File: src/hw/vec_defs.svh
/*
 * Build-time sizes of the vector coprocessor.
 * VEC_NR_LANES must be a power of two and at least 2.
 * VEC_NR_ELEMS must be a multiple of VEC_NR_LANES with at least two
 * elements per lane, and a power of two.
 */
`ifndef VEC_DEFS_SVH
`define VEC_DEFS_SVH

// Lanes working in lockstep
`define VEC_NR_LANES 4
// Elements per vector register
`define VEC_NR_ELEMS 8
// Architectural vector registers
`define VEC_NR_VREGS 8
// Word address width of the memory port
`define VEC_ADDR_W 16

`endif

File: src/hw/vec_pkg.sv
/*
 * Types shared by the vector coprocessor.
 * The instruction is one 32-bit word with the opcode in the top two bits.
 * Opcode value 3 is not defined and is executed as VADD.
 */
`include "vec_defs.svh"

package vec_pkg;

  localparam int unsigned VREG_W = $clog2(`VEC_NR_VREGS);

  // Slots in the target, ready and done vectors
  localparam int unsigned PE_LANES = 0;
  localparam int unsigned PE_LOAD  = 1;
  localparam int unsigned PE_STORE = 2;

  typedef enum logic [1:0] {
    VADD = 2'd0,
    VLD  = 2'd1,
    VST  = 2'd2
  } vec_op_e;

  typedef logic [VREG_W-1:0] vreg_idx_t;
  typedef logic [31:0] elem_t;
  typedef logic [$clog2(`VEC_NR_ELEMS / `VEC_NR_LANES)-1:0] elem_idx_t;

  typedef struct packed {
    vec_op_e                 op;
    vreg_idx_t               vd;
    vreg_idx_t               vs1;
    vreg_idx_t               vs2;
    logic [29-3*VREG_W:0]    rsvd;
  } vec_arith_insn_t;

  // vr is the destination of VLD and the source of VST
  typedef struct packed {
    vec_op_e                       op;
    vreg_idx_t                     vr;
    logic [`VEC_ADDR_W-1:0]        base;
    logic [29-VREG_W-`VEC_ADDR_W:0] rsvd;
  } vec_mem_insn_t;

  typedef union packed {
    vec_arith_insn_t arith;
    vec_mem_insn_t   mem;
  } vec_insn_u;

  typedef struct packed {
    vec_insn_u  insn;
    logic [2:0] target;
  } vec_pe_req_t;

endpackage

File: src/hw/vec_ifs.sv
/*
 * Memory port and lane write port.
 * Memory port: req and its fields hold until gnt, and read data returns
 * with rvalid exactly one cycle after the grant.
 * Lane write port has no ready, a lane takes every write at once.
 */
`include "vec_defs.svh"

interface mem_port_if import vec_pkg::*; ();
  logic                   req;
  logic                   gnt;
  logic                   we;
  logic [`VEC_ADDR_W-1:0] addr;
  elem_t                  wdata;
  logic                   rvalid;
  elem_t                  rdata;

  modport master (output req, we, addr, wdata, input gnt, rvalid, rdata);
  modport slave (input req, we, addr, wdata, output gnt, rvalid, rdata);
endinterface

interface lane_wr_if import vec_pkg::*; ();
  logic      valid;
  vreg_idx_t vreg;
  elem_idx_t idx;
  elem_t     data;

  modport master (output valid, vreg, idx, data);
  modport slave (input valid, vreg, idx, data);
endinterface

File: src/hw/vec_sequencer.sv
/*
 * Decode, hazard check and issue of one instruction per cycle.
 * Every register an instruction names is held busy until its unit is done,
 * so RAW, WAR and WAW hazards all stall; so does a repeated source.
 * At most two instructions are owed a response at any time, which bounds
 * the completion queue to two entries.
 */
`include "vec_defs.svh"

module vec_sequencer import vec_pkg::*; (
  input  logic        clk_i,
  input  logic        rst_n_i,
  input  vec_insn_u   acc_req_i,
  input  logic        acc_req_valid_i,
  output logic        acc_req_ready_o,
  output logic        acc_resp_valid_o,
  input  logic        acc_resp_ready_i,
  output vec_pe_req_t pe_req_o,
  output logic        pe_valid_o,
  input  logic [2:0]  pe_ready_i,
  input  logic [2:0]  pe_done_i
);

  logic [2:0]                    target;
  logic [2:0]                    owner;
  logic [`VEC_NR_VREGS-1:0]      regs;
  logic [`VEC_NR_VREGS-1:0]      reg_busy;
  logic [2:0][`VEC_NR_VREGS-1:0] reg_mask_q;
  logic [2:0]                    pe_busy_q;
  logic [1:0]                    owed_q;
  logic [1:0]                    rsp_cnt_q;
  logic [1:0]                    nr_done;
  logic                          fire;
  logic                          resp_fire;

  // VST also goes to the lanes, but only the store unit reports done
  always_comb begin
    target = '0;
    owner  = '0;
    regs   = '0;
    case (acc_req_i.arith.op)
      VLD: begin
        target[PE_LOAD]        = 1'b1;
        owner[PE_LOAD]         = 1'b1;
        regs[acc_req_i.mem.vr] = 1'b1;
      end
      VST: begin
        target[PE_LANES]       = 1'b1;
        target[PE_STORE]       = 1'b1;
        owner[PE_STORE]        = 1'b1;
        regs[acc_req_i.mem.vr] = 1'b1;
      end
      default: begin
        target[PE_LANES]          = 1'b1;
        owner[PE_LANES]           = 1'b1;
        regs[acc_req_i.arith.vd]  = 1'b1;
        regs[acc_req_i.arith.vs1] = 1'b1;
        regs[acc_req_i.arith.vs2] = 1'b1;
      end
    endcase
  end

  always_comb begin
    reg_busy = '0;
    for (int p = 0; p < 3; p++) begin
      reg_busy |= reg_mask_q[p];
    end
  end

  assign acc_req_ready_o = ((target & ~pe_ready_i) == '0) && ((owner & pe_busy_q) == '0) &&
                           ((regs & reg_busy) == '0) && (owed_q < 2'd2);
  assign fire       = acc_req_valid_i && acc_req_ready_o;
  assign pe_valid_o = fire;
  assign pe_req_o   = '{insn: acc_req_i, target: target};

  assign nr_done          = 2'(pe_done_i[0]) + 2'(pe_done_i[1]) + 2'(pe_done_i[2]);
  assign acc_resp_valid_o = rsp_cnt_q != '0;
  assign resp_fire        = acc_resp_valid_o && acc_resp_ready_i;

  always_ff @(posedge clk_i or negedge rst_n_i) begin
    if (!rst_n_i) begin
      pe_busy_q  <= '0;
      reg_mask_q <= '0;
      owed_q     <= '0;
      rsp_cnt_q  <= '0;
    end else begin
      for (int p = 0; p < 3; p++) begin
        if (pe_done_i[p]) begin
          pe_busy_q[p]  <= 1'b0;
          reg_mask_q[p] <= '0;
        end else if (fire && owner[p]) begin
          pe_busy_q[p]  <= 1'b1;
          reg_mask_q[p] <= regs;
        end
      end
      // Issued but not yet answered
      owed_q    <= owed_q + 2'(fire) - 2'(resp_fire);
      // Completions waiting for the core
      rsp_cnt_q <= rsp_cnt_q + nr_done - 2'(resp_fire);
    end
  end

endmodule

File: src/hw/vec_lane.sv
/*
 * One lane with its slice of every vector register.
 * VADD runs one element per cycle and reports done one cycle after the
 * last element. During VST the lane only streams its slice out and raises
 * no done. Load writes arrive at any time and are always accepted.
 */
`include "vec_defs.svh"

module vec_lane import vec_pkg::*; (
  input  logic        clk_i,
  input  logic        rst_n_i,
  input  vec_pe_req_t pe_req_i,
  input  logic        pe_valid_i,
  output logic        pe_ready_o,
  output logic        done_o,
  lane_wr_if.slave    ld_wr,
  output logic        st_valid_o,
  output elem_t       st_data_o,
  input  logic        st_ready_i
);

  localparam int unsigned SLICE = `VEC_NR_ELEMS / `VEC_NR_LANES;

  elem_t     vrf_q [`VEC_NR_VREGS][SLICE];
  vec_insn_u insn_q;
  elem_idx_t idx_q;
  logic      busy_q;
  logic      st_q;
  logic      done_q;
  logic      start;
  logic      last;
  logic      add_en;
  elem_t     sum;

  // A lane target with the store bit set means VST
  assign start  = pe_valid_i && pe_ready_o && pe_req_i.target[PE_LANES];
  assign last   = idx_q == elem_idx_t'(SLICE - 1);
  assign add_en = busy_q && !st_q;
  assign sum    = vrf_q[insn_q.arith.vs1][idx_q] + vrf_q[insn_q.arith.vs2][idx_q];

  assign pe_ready_o = !busy_q;
  assign done_o     = done_q;
  assign st_valid_o = busy_q && st_q;
  assign st_data_o  = vrf_q[insn_q.mem.vr][idx_q];

  always_ff @(posedge clk_i or negedge rst_n_i) begin
    if (!rst_n_i) begin
      busy_q <= 1'b0;
      st_q   <= 1'b0;
      idx_q  <= '0;
      done_q <= 1'b0;
    end else begin
      done_q <= add_en && last;
      if (start) begin
        busy_q <= 1'b1;
        st_q   <= pe_req_i.target[PE_STORE];
        idx_q  <= '0;
      end else if (add_en || (st_valid_o && st_ready_i)) begin
        idx_q <= idx_q + 1'b1;
        if (last) begin
          busy_q <= 1'b0;
        end
      end
    end
  end

  // Hazard checks keep the add and load writes on different registers
  always_ff @(posedge clk_i) begin
    if (start) begin
      insn_q <= pe_req_i.insn;
    end
    if (add_en) begin
      vrf_q[insn_q.arith.vd][idx_q] <= sum;
    end
    if (ld_wr.valid) begin
      vrf_q[ld_wr.vreg][ld_wr.idx] <= ld_wr.data;
    end
  end

endmodule

File: src/hw/vec_load_unit.sv
/*
 * Vector load from consecutive word addresses starting at the base.
 * Reads are issued as fast as grants allow; data returns in order.
 * Done follows the write of the last element into its lane.
 */
`include "vec_defs.svh"

module vec_load_unit import vec_pkg::*; (
  input  logic        clk_i,
  input  logic        rst_n_i,
  input  vec_pe_req_t pe_req_i,
  input  logic        pe_valid_i,
  output logic        pe_ready_o,
  output logic        done_o,
  mem_port_if.master  mem,
  lane_wr_if.master   lane_wr [`VEC_NR_LANES]
);

  localparam int unsigned CNT_W  = $clog2(`VEC_NR_ELEMS) + 1;
  localparam int unsigned LANE_W = $clog2(`VEC_NR_LANES);

  logic [`VEC_ADDR_W-1:0] base_q;
  vreg_idx_t              vd_q;
  logic [CNT_W-1:0]       req_cnt_q;
  logic [CNT_W-1:0]       rsp_cnt_q;
  logic                   busy_q;
  logic                   done_q;
  logic                   start;
  logic                   last_rsp;

  assign start      = pe_valid_i && pe_ready_o && pe_req_i.target[PE_LOAD];
  assign pe_ready_o = !busy_q;
  assign done_o     = done_q;
  assign last_rsp   = mem.rvalid && (rsp_cnt_q == CNT_W'(`VEC_NR_ELEMS - 1));

  assign mem.req   = busy_q && (req_cnt_q < CNT_W'(`VEC_NR_ELEMS));
  assign mem.we    = 1'b0;
  assign mem.addr  = base_q + `VEC_ADDR_W'(req_cnt_q);
  assign mem.wdata = '0;

  // Element i goes to lane i mod lanes, slice index i / lanes
  for (genvar l = 0; l < `VEC_NR_LANES; l++) begin : gen_wr
    assign lane_wr[l].valid = mem.rvalid && (rsp_cnt_q[LANE_W-1:0] == LANE_W'(l));
    assign lane_wr[l].vreg  = vd_q;
    assign lane_wr[l].idx   = elem_idx_t'(rsp_cnt_q >> LANE_W);
    assign lane_wr[l].data  = mem.rdata;
  end

  always_ff @(posedge clk_i or negedge rst_n_i) begin
    if (!rst_n_i) begin
      busy_q    <= 1'b0;
      done_q    <= 1'b0;
      req_cnt_q <= '0;
      rsp_cnt_q <= '0;
    end else begin
      done_q <= last_rsp;
      if (start) begin
        busy_q    <= 1'b1;
        req_cnt_q <= '0;
        rsp_cnt_q <= '0;
      end else begin
        if (mem.req && mem.gnt) begin
          req_cnt_q <= req_cnt_q + 1'b1;
        end
        if (mem.rvalid) begin
          rsp_cnt_q <= rsp_cnt_q + 1'b1;
        end
        if (last_rsp) begin
          busy_q <= 1'b0;
        end
      end
    end
  end

  always_ff @(posedge clk_i) begin
    if (start) begin
      base_q <= pe_req_i.insn.mem.base;
      vd_q   <= pe_req_i.insn.mem.vr;
    end
  end

endmodule

File: src/hw/vec_store_unit.sv
/*
 * Vector store to consecutive word addresses starting at the base.
 * One row, one element from every lane, is taken once all lanes are
 * valid and written lane by lane. The lanes advance only when the last
 * word of the row is granted. Done follows the last grant.
 */
`include "vec_defs.svh"

module vec_store_unit import vec_pkg::*; (
  input  logic                      clk_i,
  input  logic                      rst_n_i,
  input  vec_pe_req_t               pe_req_i,
  input  logic                      pe_valid_i,
  output logic                      pe_ready_o,
  output logic                      done_o,
  input  logic [`VEC_NR_LANES-1:0]  st_valid_i,
  input  elem_t [`VEC_NR_LANES-1:0] st_data_i,
  output logic                      st_ready_o,
  mem_port_if.master                mem
);

  localparam int unsigned CNT_W  = $clog2(`VEC_NR_ELEMS) + 1;
  localparam int unsigned LANE_W = $clog2(`VEC_NR_LANES);

  logic [`VEC_ADDR_W-1:0]    base_q;
  elem_t [`VEC_NR_LANES-1:0] row_q;
  logic [CNT_W-1:0]          wr_cnt_q;
  logic                      busy_q;
  logic                      row_full_q;
  logic                      done_q;
  logic                      start;
  logic                      take_row;
  logic                      wr_gnt;
  logic                      last_wr;

  assign start      = pe_valid_i && pe_ready_o && pe_req_i.target[PE_STORE];
  assign take_row   = busy_q && !row_full_q && (&st_valid_i);
  assign wr_gnt     = mem.req && mem.gnt;
  assign last_wr    = wr_gnt && (wr_cnt_q == CNT_W'(`VEC_NR_ELEMS - 1));
  assign pe_ready_o = !busy_q;
  assign done_o     = done_q;

  // Row is released to the lanes with the grant of its last word
  assign st_ready_o = wr_gnt && (wr_cnt_q[LANE_W-1:0] == '1);

  assign mem.req   = row_full_q;
  assign mem.we    = 1'b1;
  assign mem.addr  = base_q + `VEC_ADDR_W'(wr_cnt_q);
  assign mem.wdata = row_q[wr_cnt_q[LANE_W-1:0]];

  always_ff @(posedge clk_i or negedge rst_n_i) begin
    if (!rst_n_i) begin
      busy_q     <= 1'b0;
      row_full_q <= 1'b0;
      done_q     <= 1'b0;
      wr_cnt_q   <= '0;
    end else begin
      done_q <= last_wr;
      if (start) begin
        busy_q   <= 1'b1;
        wr_cnt_q <= '0;
      end else begin
        if (wr_gnt) begin
          wr_cnt_q <= wr_cnt_q + 1'b1;
        end
        if (last_wr) begin
          busy_q <= 1'b0;
        end
      end
      if (take_row) begin
        row_full_q <= 1'b1;
      end else if (st_ready_o) begin
        row_full_q <= 1'b0;
      end
    end
  end

  always_ff @(posedge clk_i) begin
    if (start) begin
      base_q <= pe_req_i.insn.mem.base;
    end
    if (take_row) begin
      row_q <= st_data_i;
    end
  end

endmodule

File: src/hw/mem_arbiter.sv
/*
 * Round-robin arbiter of the load and store ports onto one memory port.
 * A request left waiting for its grant keeps the port, so the outward
 * fields stay stable. Read data always goes to the load port, since the
 * store unit never reads.
 */
`include "vec_defs.svh"

module mem_arbiter import vec_pkg::*; (
  input  logic                   clk_i,
  input  logic                   rst_n_i,
  mem_port_if.slave              ld,
  mem_port_if.slave              st,
  output logic                   mem_req_o,
  output logic                   mem_we_o,
  output logic [`VEC_ADDR_W-1:0] mem_addr_o,
  output elem_t                  mem_wdata_o,
  input  logic                   mem_gnt_i,
  input  logic                   mem_rvalid_i,
  input  elem_t                  mem_rdata_i
);

  // Select and priority, high means the store port
  logic sel;
  logic sel_q;
  logic prio_q;
  logic lock_q;

  always_comb begin
    if (lock_q) begin
      sel = sel_q;
    end else if (ld.req && st.req) begin
      sel = prio_q;
    end else begin
      sel = st.req;
    end
  end

  assign mem_req_o   = sel ? st.req : ld.req;
  assign mem_we_o    = sel ? st.we : ld.we;
  assign mem_addr_o  = sel ? st.addr : ld.addr;
  assign mem_wdata_o = sel ? st.wdata : ld.wdata;

  assign ld.gnt    = mem_gnt_i && !sel;
  assign st.gnt    = mem_gnt_i && sel;
  assign ld.rvalid = mem_rvalid_i;
  assign ld.rdata  = mem_rdata_i;
  assign st.rvalid = 1'b0;
  assign st.rdata  = '0;

  always_ff @(posedge clk_i or negedge rst_n_i) begin
    if (!rst_n_i) begin
      sel_q  <= 1'b0;
      prio_q <= 1'b0;
      lock_q <= 1'b0;
    end else begin
      sel_q  <= sel;
      lock_q <= mem_req_o && !mem_gnt_i;
      // The other side wins the next tie
      if (mem_req_o && mem_gnt_i) begin
        prio_q <= !sel;
      end
    end
  end

endmodule

File: src/hw/vec_top.sv
/*
 * Vector coprocessor top level with plain ports towards the core and
 * towards memory. One response pulse per accepted instruction, in order
 * of completion, carrying no data.
 * Memory must return read data exactly one cycle after the grant.
 */
`include "vec_defs.svh"

module vec_top import vec_pkg::*; (
  input  logic                   clk_i,
  input  logic                   rst_n_i,
  input  logic [31:0]            acc_req_i,
  input  logic                   acc_req_valid_i,
  output logic                   acc_req_ready_o,
  output logic                   acc_resp_valid_o,
  input  logic                   acc_resp_ready_i,
  output logic                   mem_req_o,
  output logic                   mem_we_o,
  output logic [`VEC_ADDR_W-1:0] mem_addr_o,
  output logic [31:0]            mem_wdata_o,
  input  logic                   mem_gnt_i,
  input  logic                   mem_rvalid_i,
  input  logic [31:0]            mem_rdata_i
);

  vec_pe_req_t               pe_req;
  logic                      pe_valid;
  logic [2:0]                pe_ready;
  logic [2:0]                pe_done;
  logic [`VEC_NR_LANES-1:0]  lane_ready;
  logic [`VEC_NR_LANES-1:0]  st_valid;
  elem_t [`VEC_NR_LANES-1:0] st_data;
  logic                      st_ready;

  mem_port_if ld_mem ();
  mem_port_if st_mem ();
  lane_wr_if  lane_wr [`VEC_NR_LANES] ();

  vec_sequencer i_sequencer (
    .clk_i            (clk_i           ),
    .rst_n_i          (rst_n_i         ),
    .acc_req_i        (acc_req_i       ),
    .acc_req_valid_i  (acc_req_valid_i ),
    .acc_req_ready_o  (acc_req_ready_o ),
    .acc_resp_valid_o (acc_resp_valid_o),
    .acc_resp_ready_i (acc_resp_ready_i),
    .pe_req_o         (pe_req          ),
    .pe_valid_o       (pe_valid        ),
    .pe_ready_i       (pe_ready        ),
    .pe_done_i        (pe_done         )
  );

  assign pe_ready[PE_LANES] = &lane_ready;

  // Lanes run in lockstep, lane 0 speaks for all on done
  for (genvar l = 0; l < `VEC_NR_LANES; l++) begin : gen_lanes
    if (l == 0) begin : gen_lead
      vec_lane i_lane (
        .clk_i      (clk_i             ),
        .rst_n_i    (rst_n_i           ),
        .pe_req_i   (pe_req            ),
        .pe_valid_i (pe_valid          ),
        .pe_ready_o (lane_ready[l]     ),
        .done_o     (pe_done[PE_LANES] ),
        .ld_wr      (lane_wr[l]        ),
        .st_valid_o (st_valid[l]       ),
        .st_data_o  (st_data[l]        ),
        .st_ready_i (st_ready          )
      );
    end else begin : gen_follow
      vec_lane i_lane (
        .clk_i      (clk_i        ),
        .rst_n_i    (rst_n_i      ),
        .pe_req_i   (pe_req       ),
        .pe_valid_i (pe_valid     ),
        .pe_ready_o (lane_ready[l]),
        .done_o     (             ),
        .ld_wr      (lane_wr[l]   ),
        .st_valid_o (st_valid[l]  ),
        .st_data_o  (st_data[l]   ),
        .st_ready_i (st_ready     )
      );
    end
  end

  vec_load_unit i_load_unit (
    .clk_i      (clk_i            ),
    .rst_n_i    (rst_n_i          ),
    .pe_req_i   (pe_req           ),
    .pe_valid_i (pe_valid         ),
    .pe_ready_o (pe_ready[PE_LOAD]),
    .done_o     (pe_done[PE_LOAD] ),
    .mem        (ld_mem           ),
    .lane_wr    (lane_wr          )
  );

  vec_store_unit i_store_unit (
    .clk_i      (clk_i             ),
    .rst_n_i    (rst_n_i           ),
    .pe_req_i   (pe_req            ),
    .pe_valid_i (pe_valid          ),
    .pe_ready_o (pe_ready[PE_STORE]),
    .done_o     (pe_done[PE_STORE] ),
    .st_valid_i (st_valid          ),
    .st_data_i  (st_data           ),
    .st_ready_o (st_ready          ),
    .mem        (st_mem            )
  );

  mem_arbiter i_mem_arbiter (
    .clk_i        (clk_i       ),
    .rst_n_i      (rst_n_i     ),
    .ld           (ld_mem      ),
    .st           (st_mem      ),
    .mem_req_o    (mem_req_o   ),
    .mem_we_o     (mem_we_o    ),
    .mem_addr_o   (mem_addr_o  ),
    .mem_wdata_o  (mem_wdata_o ),
    .mem_gnt_i    (mem_gnt_i   ),
    .mem_rvalid_i (mem_rvalid_i),
    .mem_rdata_i  (mem_rdata_i )
  );

endmodule

File: config.mk
export PLATFORM = sky130hd
export DESIGN_NAME = vec_top
export DESIGN_NICKNAME = d
export VERILOG_FILES = /design/src/hw/vec_pkg.sv /design/src/hw/vec_ifs.sv /design/src/hw/vec_sequencer.sv /design/src/hw/vec_lane.sv /design/src/hw/vec_load_unit.sv /design/src/hw/vec_store_unit.sv /design/src/hw/mem_arbiter.sv /design/src/hw/vec_top.sv
export VERILOG_INCLUDE_DIRS = /design/src /design/src/hw
export SDC_FILE = /design/constraint.sdc
export NUM_CORES = 2
export LEC_CHECK = 0
export BUFFER_PORTS_ARGS = -buffer_cell sky130_fd_sc_hd__buf_2
export CORE_UTILIZATION = 45
export CTS_BUF_LIST = sky130_fd_sc_hd__clkbuf_8
export DETAILED_ROUTE_END_ITERATION = 7
export HOLD_SLACK_MARGIN = 0.06
export SETUP_SLACK_MARGIN = 0.2
export SLEW_MARGIN = 10
export SYNTH_ARGS = -nofsm -noshare
export SYNTH_HDL_FRONTEND = slang
export SYNTH_SLANG_ARGS = --single-unit
File: constraint.sdc
create_clock -name clk_i -period 25.6 [get_ports clk_i]
set_input_delay 2.56 -clock clk_i [delete_from_list [all_inputs] [get_ports clk_i]]
set_output_delay 2.56 -clock clk_i [all_outputs]
set_load 0.02 [all_outputs]
==> Word-level counts from Yosys, hierarchy flattened <==
Memory sizes are Yosys's and may differ from the RTL's. A register that Yosys moved wholly into a read port is not among the register bits.
Cells that the tools add are included.
{ "totals": {"n_memories": 4, "output_inout_bits": 52, "register_bits": 347, "mem_bits_rw": 2048} }
{ "memory_table": {"columns": ["memory", "words", "width", "read_ports", "rd_ports_with_merged_regs", "write_ports", "line_no", "rtl"], "rows": [
  ["gen_lanes[0].gen_lead.i_lane.vrf_q", 8, 64, 3, 3, 2, "vec_lane.sv:24", "elem_t vrf_q [`VEC_NR_VREGS][SLICE];"],
  ["gen_lanes[1].gen_follow.i_lane.vrf_q", 8, 64, 3, 3, 2, "vec_lane.sv:24", null],
  ["gen_lanes[2].gen_follow.i_lane.vrf_q", 8, 64, 3, 3, 2, "vec_lane.sv:24", null],
  ["gen_lanes[3].gen_follow.i_lane.vrf_q", 8, 64, 3, 3, 2, "vec_lane.sv:24", null]
]} }
{ "op_classes": {"n_bitwise": 13, "n_mux": 137, "n_reduce_logical": 104, "magnitude_cmp": 19, "n_eq_ne": 8, "addsub": 19} }
{ "ops": {"columns": ["op", "n"], "rows": [
  ["2-to-1 mux 32 bit", 43],
  ["2-to-1 mux 64 bit", 8],
  ["demux 32 bit (select 1 bit)", 5],
  ["adder 32 bit", 4],
  ["binary-select mux 32 bit (select 2 bit)", 1],
  ["logical AND 1 bit", 58],
  ["2-to-1 mux 8 bit", 7],
  ["2-to-1 mux 1 bit", 51],
  ["2-to-1 mux 3 bit", 12],
  ["nonzero test 2 bit", 18],
  ["adder 16 x 4 -> 16 bit", 2],
  ["OR 8 bit", 4],
  ["2-to-1 mux 4 bit", 6],
  ["2-to-1 mux 16 bit", 1],
  ["logical NOT 1 bit", 13],
  ["adder 4 x 1 -> 4 bit (second input constant)", 3],
  ["< comparator 3 x 4 -> 1 bit (second input constant)", 3],
  [">= comparator 2 bit (second input constant)", 5],
  ["< comparator 2 x 1 -> 1 bit (second input constant)", 5],
  ["inverter 1 -> 2 bit", 5],
  ["demux 1 bit (select 3 bit)", 3],
  [">= comparator 3 x 1 -> 1 bit (second input constant)", 3],
  ["AND 8 bit", 1],
  ["equality test 2 bit (second input constant)", 4],
  ["19 further kinds", 35]
]} }

==> Longest topological paths before layout <==
{ "logic_depth": {"ltp_word": 16, "mapped_depth": 18, "ltp_nobuf": 13} }

==> Hierarchy <==
A second synthesis with hierarchy kept.
{ "hier_totals": {"cells_unflattened": 11965, "hier_area_um2": 153861.3} }
{ "modules_own_cells": {"columns": ["mod", "seq_area_each_um2", "cells_per_inst", "area_per_inst_um2", "n_inst"], "rows": [
  ["vec_lane at gen_lanes[1].gen_follow.i_lane ...", 15925.3, 2751, 35268.8, 3],
  ["vec_lane at gen_lanes[0].gen_lead.i_lane", 15925.3, 2800, 35933.2, 1],
  ["vec_store_unit", 4499.3, 259, 5755.5, 1],
  ["vec_load_unit", 820.8, 284, 2755.1, 1],
  ["vec_sequencer", 775.7, 228, 2299.7, 1],
  ["mem_arbiter", 75.1, 140, 1302.5, 1],
  ["vec_top", 0.0, 1, 8.8, 1]
]} }

==> Worst setup path after synthesis <==
No wires, ideal clock.
{ "synth_path": {"path_type": "register to register", "start": "register gen_lanes[3].gen_follow.i_lane.busy_q", "end": "register i_store_unit.row_q[0] (netlist name) (enable)", "stages_incl_launch_ff": 4, "path_slack_ps": 11790, "required_time_ps": 24667, "synth_period_minus_slack_ps": 13810, "t_arrival_ps": 12876, "cell_sequence": "dfrtp_1 clkbuf_1 nand4b_1 nor4_1"} }
{ "synth_between": {"elab_chain_len": 3} }
{ "synth_lines": {"columns": ["item", "line_no", "rtl"], "rows": [
  ["start: declaration", "vec_lane.sv:27", "logic busy_q;"],
  ["start signal: assignment", "vec_lane.sv:48", "busy_q <= 1'b0;"],
  ["start signal: assignment", "vec_lane.sv:55", "busy_q <= 1'b1;"],
  ["start signal: assignment", "vec_lane.sv:61", "busy_q <= 1'b0;"],
  ["logical AND 1 bit", "vec_lane.sv:43", "assign st_valid_o = busy_q && st_q;"],
  ["AND reduction 4 bit", "vec_store_unit.sv:37", "assign take_row = busy_q && !row_full_q && (&st_valid_i);"],
  ["logical AND 1 bit", "vec_store_unit.sv:37", null],
  ["named net i_store_unit.take_row", "vec_store_unit.sv:32", "logic take_row;"],
  ["end signal: assignment", "vec_store_unit.sv:83", "row_q <= st_data_i;"],
  ["end: declaration", "vec_store_unit.sv:26", "elem_t [`VEC_NR_LANES-1:0] row_q;"]
]} }
The timed path passes the listed nets, and every way through them passes these cells.
A chain may end at the register's enable or synchronous reset.

==> impl_metrics.csv <==
group,metric,value,unit
synthesis,synth_mux_area_share,30.3,%
critical_path,crit_family,"compound AO/OA/AOI/OAI gates",
routing,drt_wl_total,558000,µm
clocking,cts_sinks,2347,
critical_path,r2r_slack,17680,ps
clocking,htreeDepth,5,
synthesis,synth.most_common_cell,"edfxtp_1",
power,power.total,21500,µW
synthesis,ys.flop_type,"edfxtp_1",
timing,layout_min_cycle_time,7920,ps
clocking,cts_tree,"built",
cells_and_area,layout.nets,11500,
worst_hold_path,holdPathEnd,"i_load_unit.done_o$_DFF_PN0_",
synthesis,synth-edff-count,2247,
critical_path,crit_type,"reg -> reg",
placed_design,place_hpwl,319000,µm
synthesis,synthCells,11800,
synthesis,synth.top_cells.by_count,"edfxtp_1, nand2_1, mux4_2, o21ai_0, clkbuf_1",
timing,post-route-period-util,30.9,%
clocking,clock_latency,1100,ps
critical_path,cp_data_required_time,26380,ps
critical_path,path_buf_inv,2,
routing,antenna_left,0,
die,io_pins,122,
clocking,ctsRootBufferMaster,"clkbuf_8",
routing,wl_met2,251000,µm
timing,skew,97.3,ps
synthesis,yosys-top-cells-area,"edfxtp_1, mux4_2, o21ai_0",
placed_design,place_area,157000,µm²
synthesis,synth_top_area_share,44.5,%
routing,wl_per_cell,34.5,µm
synthesis,synth_largest_area_cell,"edfxtp_1",
routing,vias,113000,
global_routing,grt_max_degree,101,
synthesis,synth_warnings,0,
routing,route.met3.wl,77400,µm
routing,wirelength_met1,190000,µm
critical_path,cp-end-kind,"flop",
clocking,cts_buffers,415,
die,dieArea,340000,µm²
cells_and_area,regArea,69900,µm²
synthesis,synth_compound_area_share,9.12,%
cells_and_area,multiInputGateArea,77700,µm²
routing,firstDrtPassIters,7,
critical_path,cp-start-kind,"flop",
clocking,cts_buffer_depth,4,
power,max-vdd-ir-drop,0.0000864,V
timing,rsz0062_at_grt,"false",
routing,drt_iter0_drc,16800,
flow_run,maxCapViolCount,0,
cells_and_area,fin_util,49.2,%
critical_path,crit_slowest_cell,"o31a_1",
critical_path,r2r_end,"gen_lanes[1].gen_follow.i_lane.vrf_q[4][23]$_DFFE_PP_",
timing,tightest_slew,1350,ps
synthesis,synth_top_family_by_area,"multiplexers",
critical_path,crit_path_max_fanout,38,
timing,maxSlewHeadroom,9.34,%
clocking,ctsResizeCount,0,
worst_hold_path,min_path_cells,1,
cells_and_area,final_cell_area,165000,µm²
clocking,cts_setup_buffers,0,
die,fp.dieH,583,µm
synthesis,ys_async_sr_fraction,2.73,%
cells_and_area,n_fill_cell,28500,
timing,fmax,0.126,GHz
die,rows,212,
power,p_per_area,131,nW/µm²
global_routing,grt_pass1_vias,111000,
critical_path,cpPeakStageDelay,1060,ps
die,start_util,45.4,%
worst_hold_path,hold_path_class,"reg -> reg",
critical_path,rr_worst_depth,13,
critical_path,path_cells,"buf_4 > buf_4 > mux4_2 > mux4_2 > ha_1 > a21oi_1 > o21ai_0 > a211oi_1 > nor3b_1 > nor4_1 > o31a_1 > xor2_1 > o21ai_0",
timing,finalSetupViolCount,0,
placed_design,port_buffers,110,
die,core-area,334000,µm²
routing,top_layer,"met5",
synthesis,syn_avg_cell_area,12.8,µm²
cells_and_area,syn_to_final_growth,8.51,%
global_routing,grt_pass1_wl,789000,µm
power,p_leak,0.0514,µW
synthesis,synth_seq_area_share,46.0,%
synthesis,syn_area,152000,µm²
synthesis,synth_cell_types,95,
synthesis,synth_seq_cells,2347,
synthesis,synth-xor-area-share,0.733,%
global_routing,grt_usage,32.5,%
global_routing,antenna_found_initial,61,
worst_hold_path,hold_start,"i_load_unit.rsp_cnt_q[3]$_DFFE_PN0P_",
routing,post-route-drc-count,0,
cells_and_area,drive_gt1_share,28.5,%
critical_path,crit_arrival,8700,ps
clocking,clkSlewWorstSetupHoldPaths,60,ps
die,fp.dieW,583,µm
synthesis,synthAdderAreaFrac,1.28,%
clocking,hold_buffers,0,
routing,vias_per_cell,6.99,
synthesis,syn_nets,12100,
timing,hold_violations,0,
timing,fin_hold_ws,476,ps
timing,fin_setup_tns,0,ps
synthesis,synth_simple_gate_area_share,8.84,%
global_routing,overflow,0,
placed_design,gp_congestion,0.912,
outcome,status,"complete, no violations",
timing,final-max-slew-violation-count,0,
==> power by group <==
group          switching, µW  leakage [µW]  total [µW]  internal (µW)
logic                   6700        0.0256       11100           4450
clock network           1700       0.00446        3490           1790
registers                306        0.0213        6870           6570
total                   8700        0.0514       21500          12800
==> worst reg2reg max path, cell delays in order, from the launching register on <==
cell and delay [ps]:
dfxtp_4 680, buf_4 660, buf_4 860, mux4_2 630, mux4_2 580, ha_1 390
a21oi_1 410, o21ai_0 180, a211oi_1 390, nor3b_1 210, nor4_1 530, o31a_1 1060
xor2_1 810, o21ai_0 240
==> cell type report <==
| class | instances | share of cell area (%) |
|---|---|---|
| clock buffer | 433 | 3.62 |
| clock inverter | 313 | 1.17 |
| sequential | 2347 | 42.5 |
| antenna | 33 | 0.0502 |
| tap | 4494 | 3.41 |
| multi-input combinational | 8018 | 47.2 |
| timing repair buffer | 423 | 1.82 |
| inverter | 118 | 0.269 |
==> per-layer routing <==
layer,vias up,GRT usage [%]
li1,45800,-
met4,34,20.1
met1,56600,41.0
met2,8638,50.0
met5,-,0
met3,2061,8.73
==> state kept, by name, indices dropped and copies added (netlist names), 4 cells and up, named ones only <==
signal,cells
gen_lanes.gen_lead.i_lane.insn_q,9
gen_lanes.gen_follow.i_lane.insn_q,27
i_load_unit.req_cnt_q,4
i_store_unit.base_q,16
i_store_unit.wr_cnt_q,4
i_load_unit.base_q,16
i_store_unit.row_q,128
i_sequencer.reg_mask_q,24
gen_lanes.gen_follow.i_lane.vrf_q,1536
gen_lanes.gen_lead.i_lane.vrf_q,512
i_load_unit.rsp_cnt_q,4
==> kinds of logic (layout without fill, tap and decap cells) <==
kind of cell,count (synthesis),count (layout)
AO/OA/AOI/OAI,2446,2446
XOR/XNOR,124,124
adder cells (fa/ha/maj),151,151
buffers and inverters,1471,1287
flip-flops,2347,2347
multiplexers,2137,2137
other,0,33
AND/OR/NAND/NOR,3160,3160
==> worst max path at each step <==
stage | start | endpoint | slack, ps | depth (start not counted)
after floorplan | gen_lanes[3].gen_follow.i_lane.busy_q$_DFFE_PN0P_ | i_store_unit.row_q[0]$_DFFE_PP_ | 11790 | 3
after global placement | flop | gen_lanes[1].gen_follow.i_lane.vrf_q[0][55]$_DFFE_PP_ | 17980 | 13
after detailed placement | flop | gen_lanes[1].gen_follow.i_lane.vrf_q[4][23]$_DFFE_PP_ | 17810 | 13
after CTS | flop | gen_lanes[1].gen_follow.i_lane.vrf_q[4][23]$_DFFE_PP_ | 17790 | 13
after global routing | flop | gen_lanes[1].gen_follow.i_lane.vrf_q[7][55]$_DFFE_PP_ | 17200 | 13
final | flop | gen_lanes[1].gen_follow.i_lane.vrf_q[4][23]$_DFFE_PP_ | 17680 | 13
==> stage by stage <==
step / std cells / setup slack (ps)
finish: 16200 / 17680
global route: 16200 / 17200
CTS: 16100 / 17790
detailed placement: 15400 / 17810
global placement: 15400 / 17980
floorplan: 11800 / 11790
==> placed cells by master (no fill, tap or decap), types with 74 or more instances in the layout <==
cell type	instances
clkinv_1	102
a31oi_1	74
nand2_1	1970
mux4_2	1952
buf_2	104
o31ai_1	147
nand3_1	133
o21ai_0	1453
ha_1	144
nor3_1	122
nor2_1	440
mux2_2	176
nor4_1	86
edfxtp_1	2247
a21oi_1	358
clkbuf_8	433
inv_1	226
buf_4	313
(Power assumes the default switching activity.)
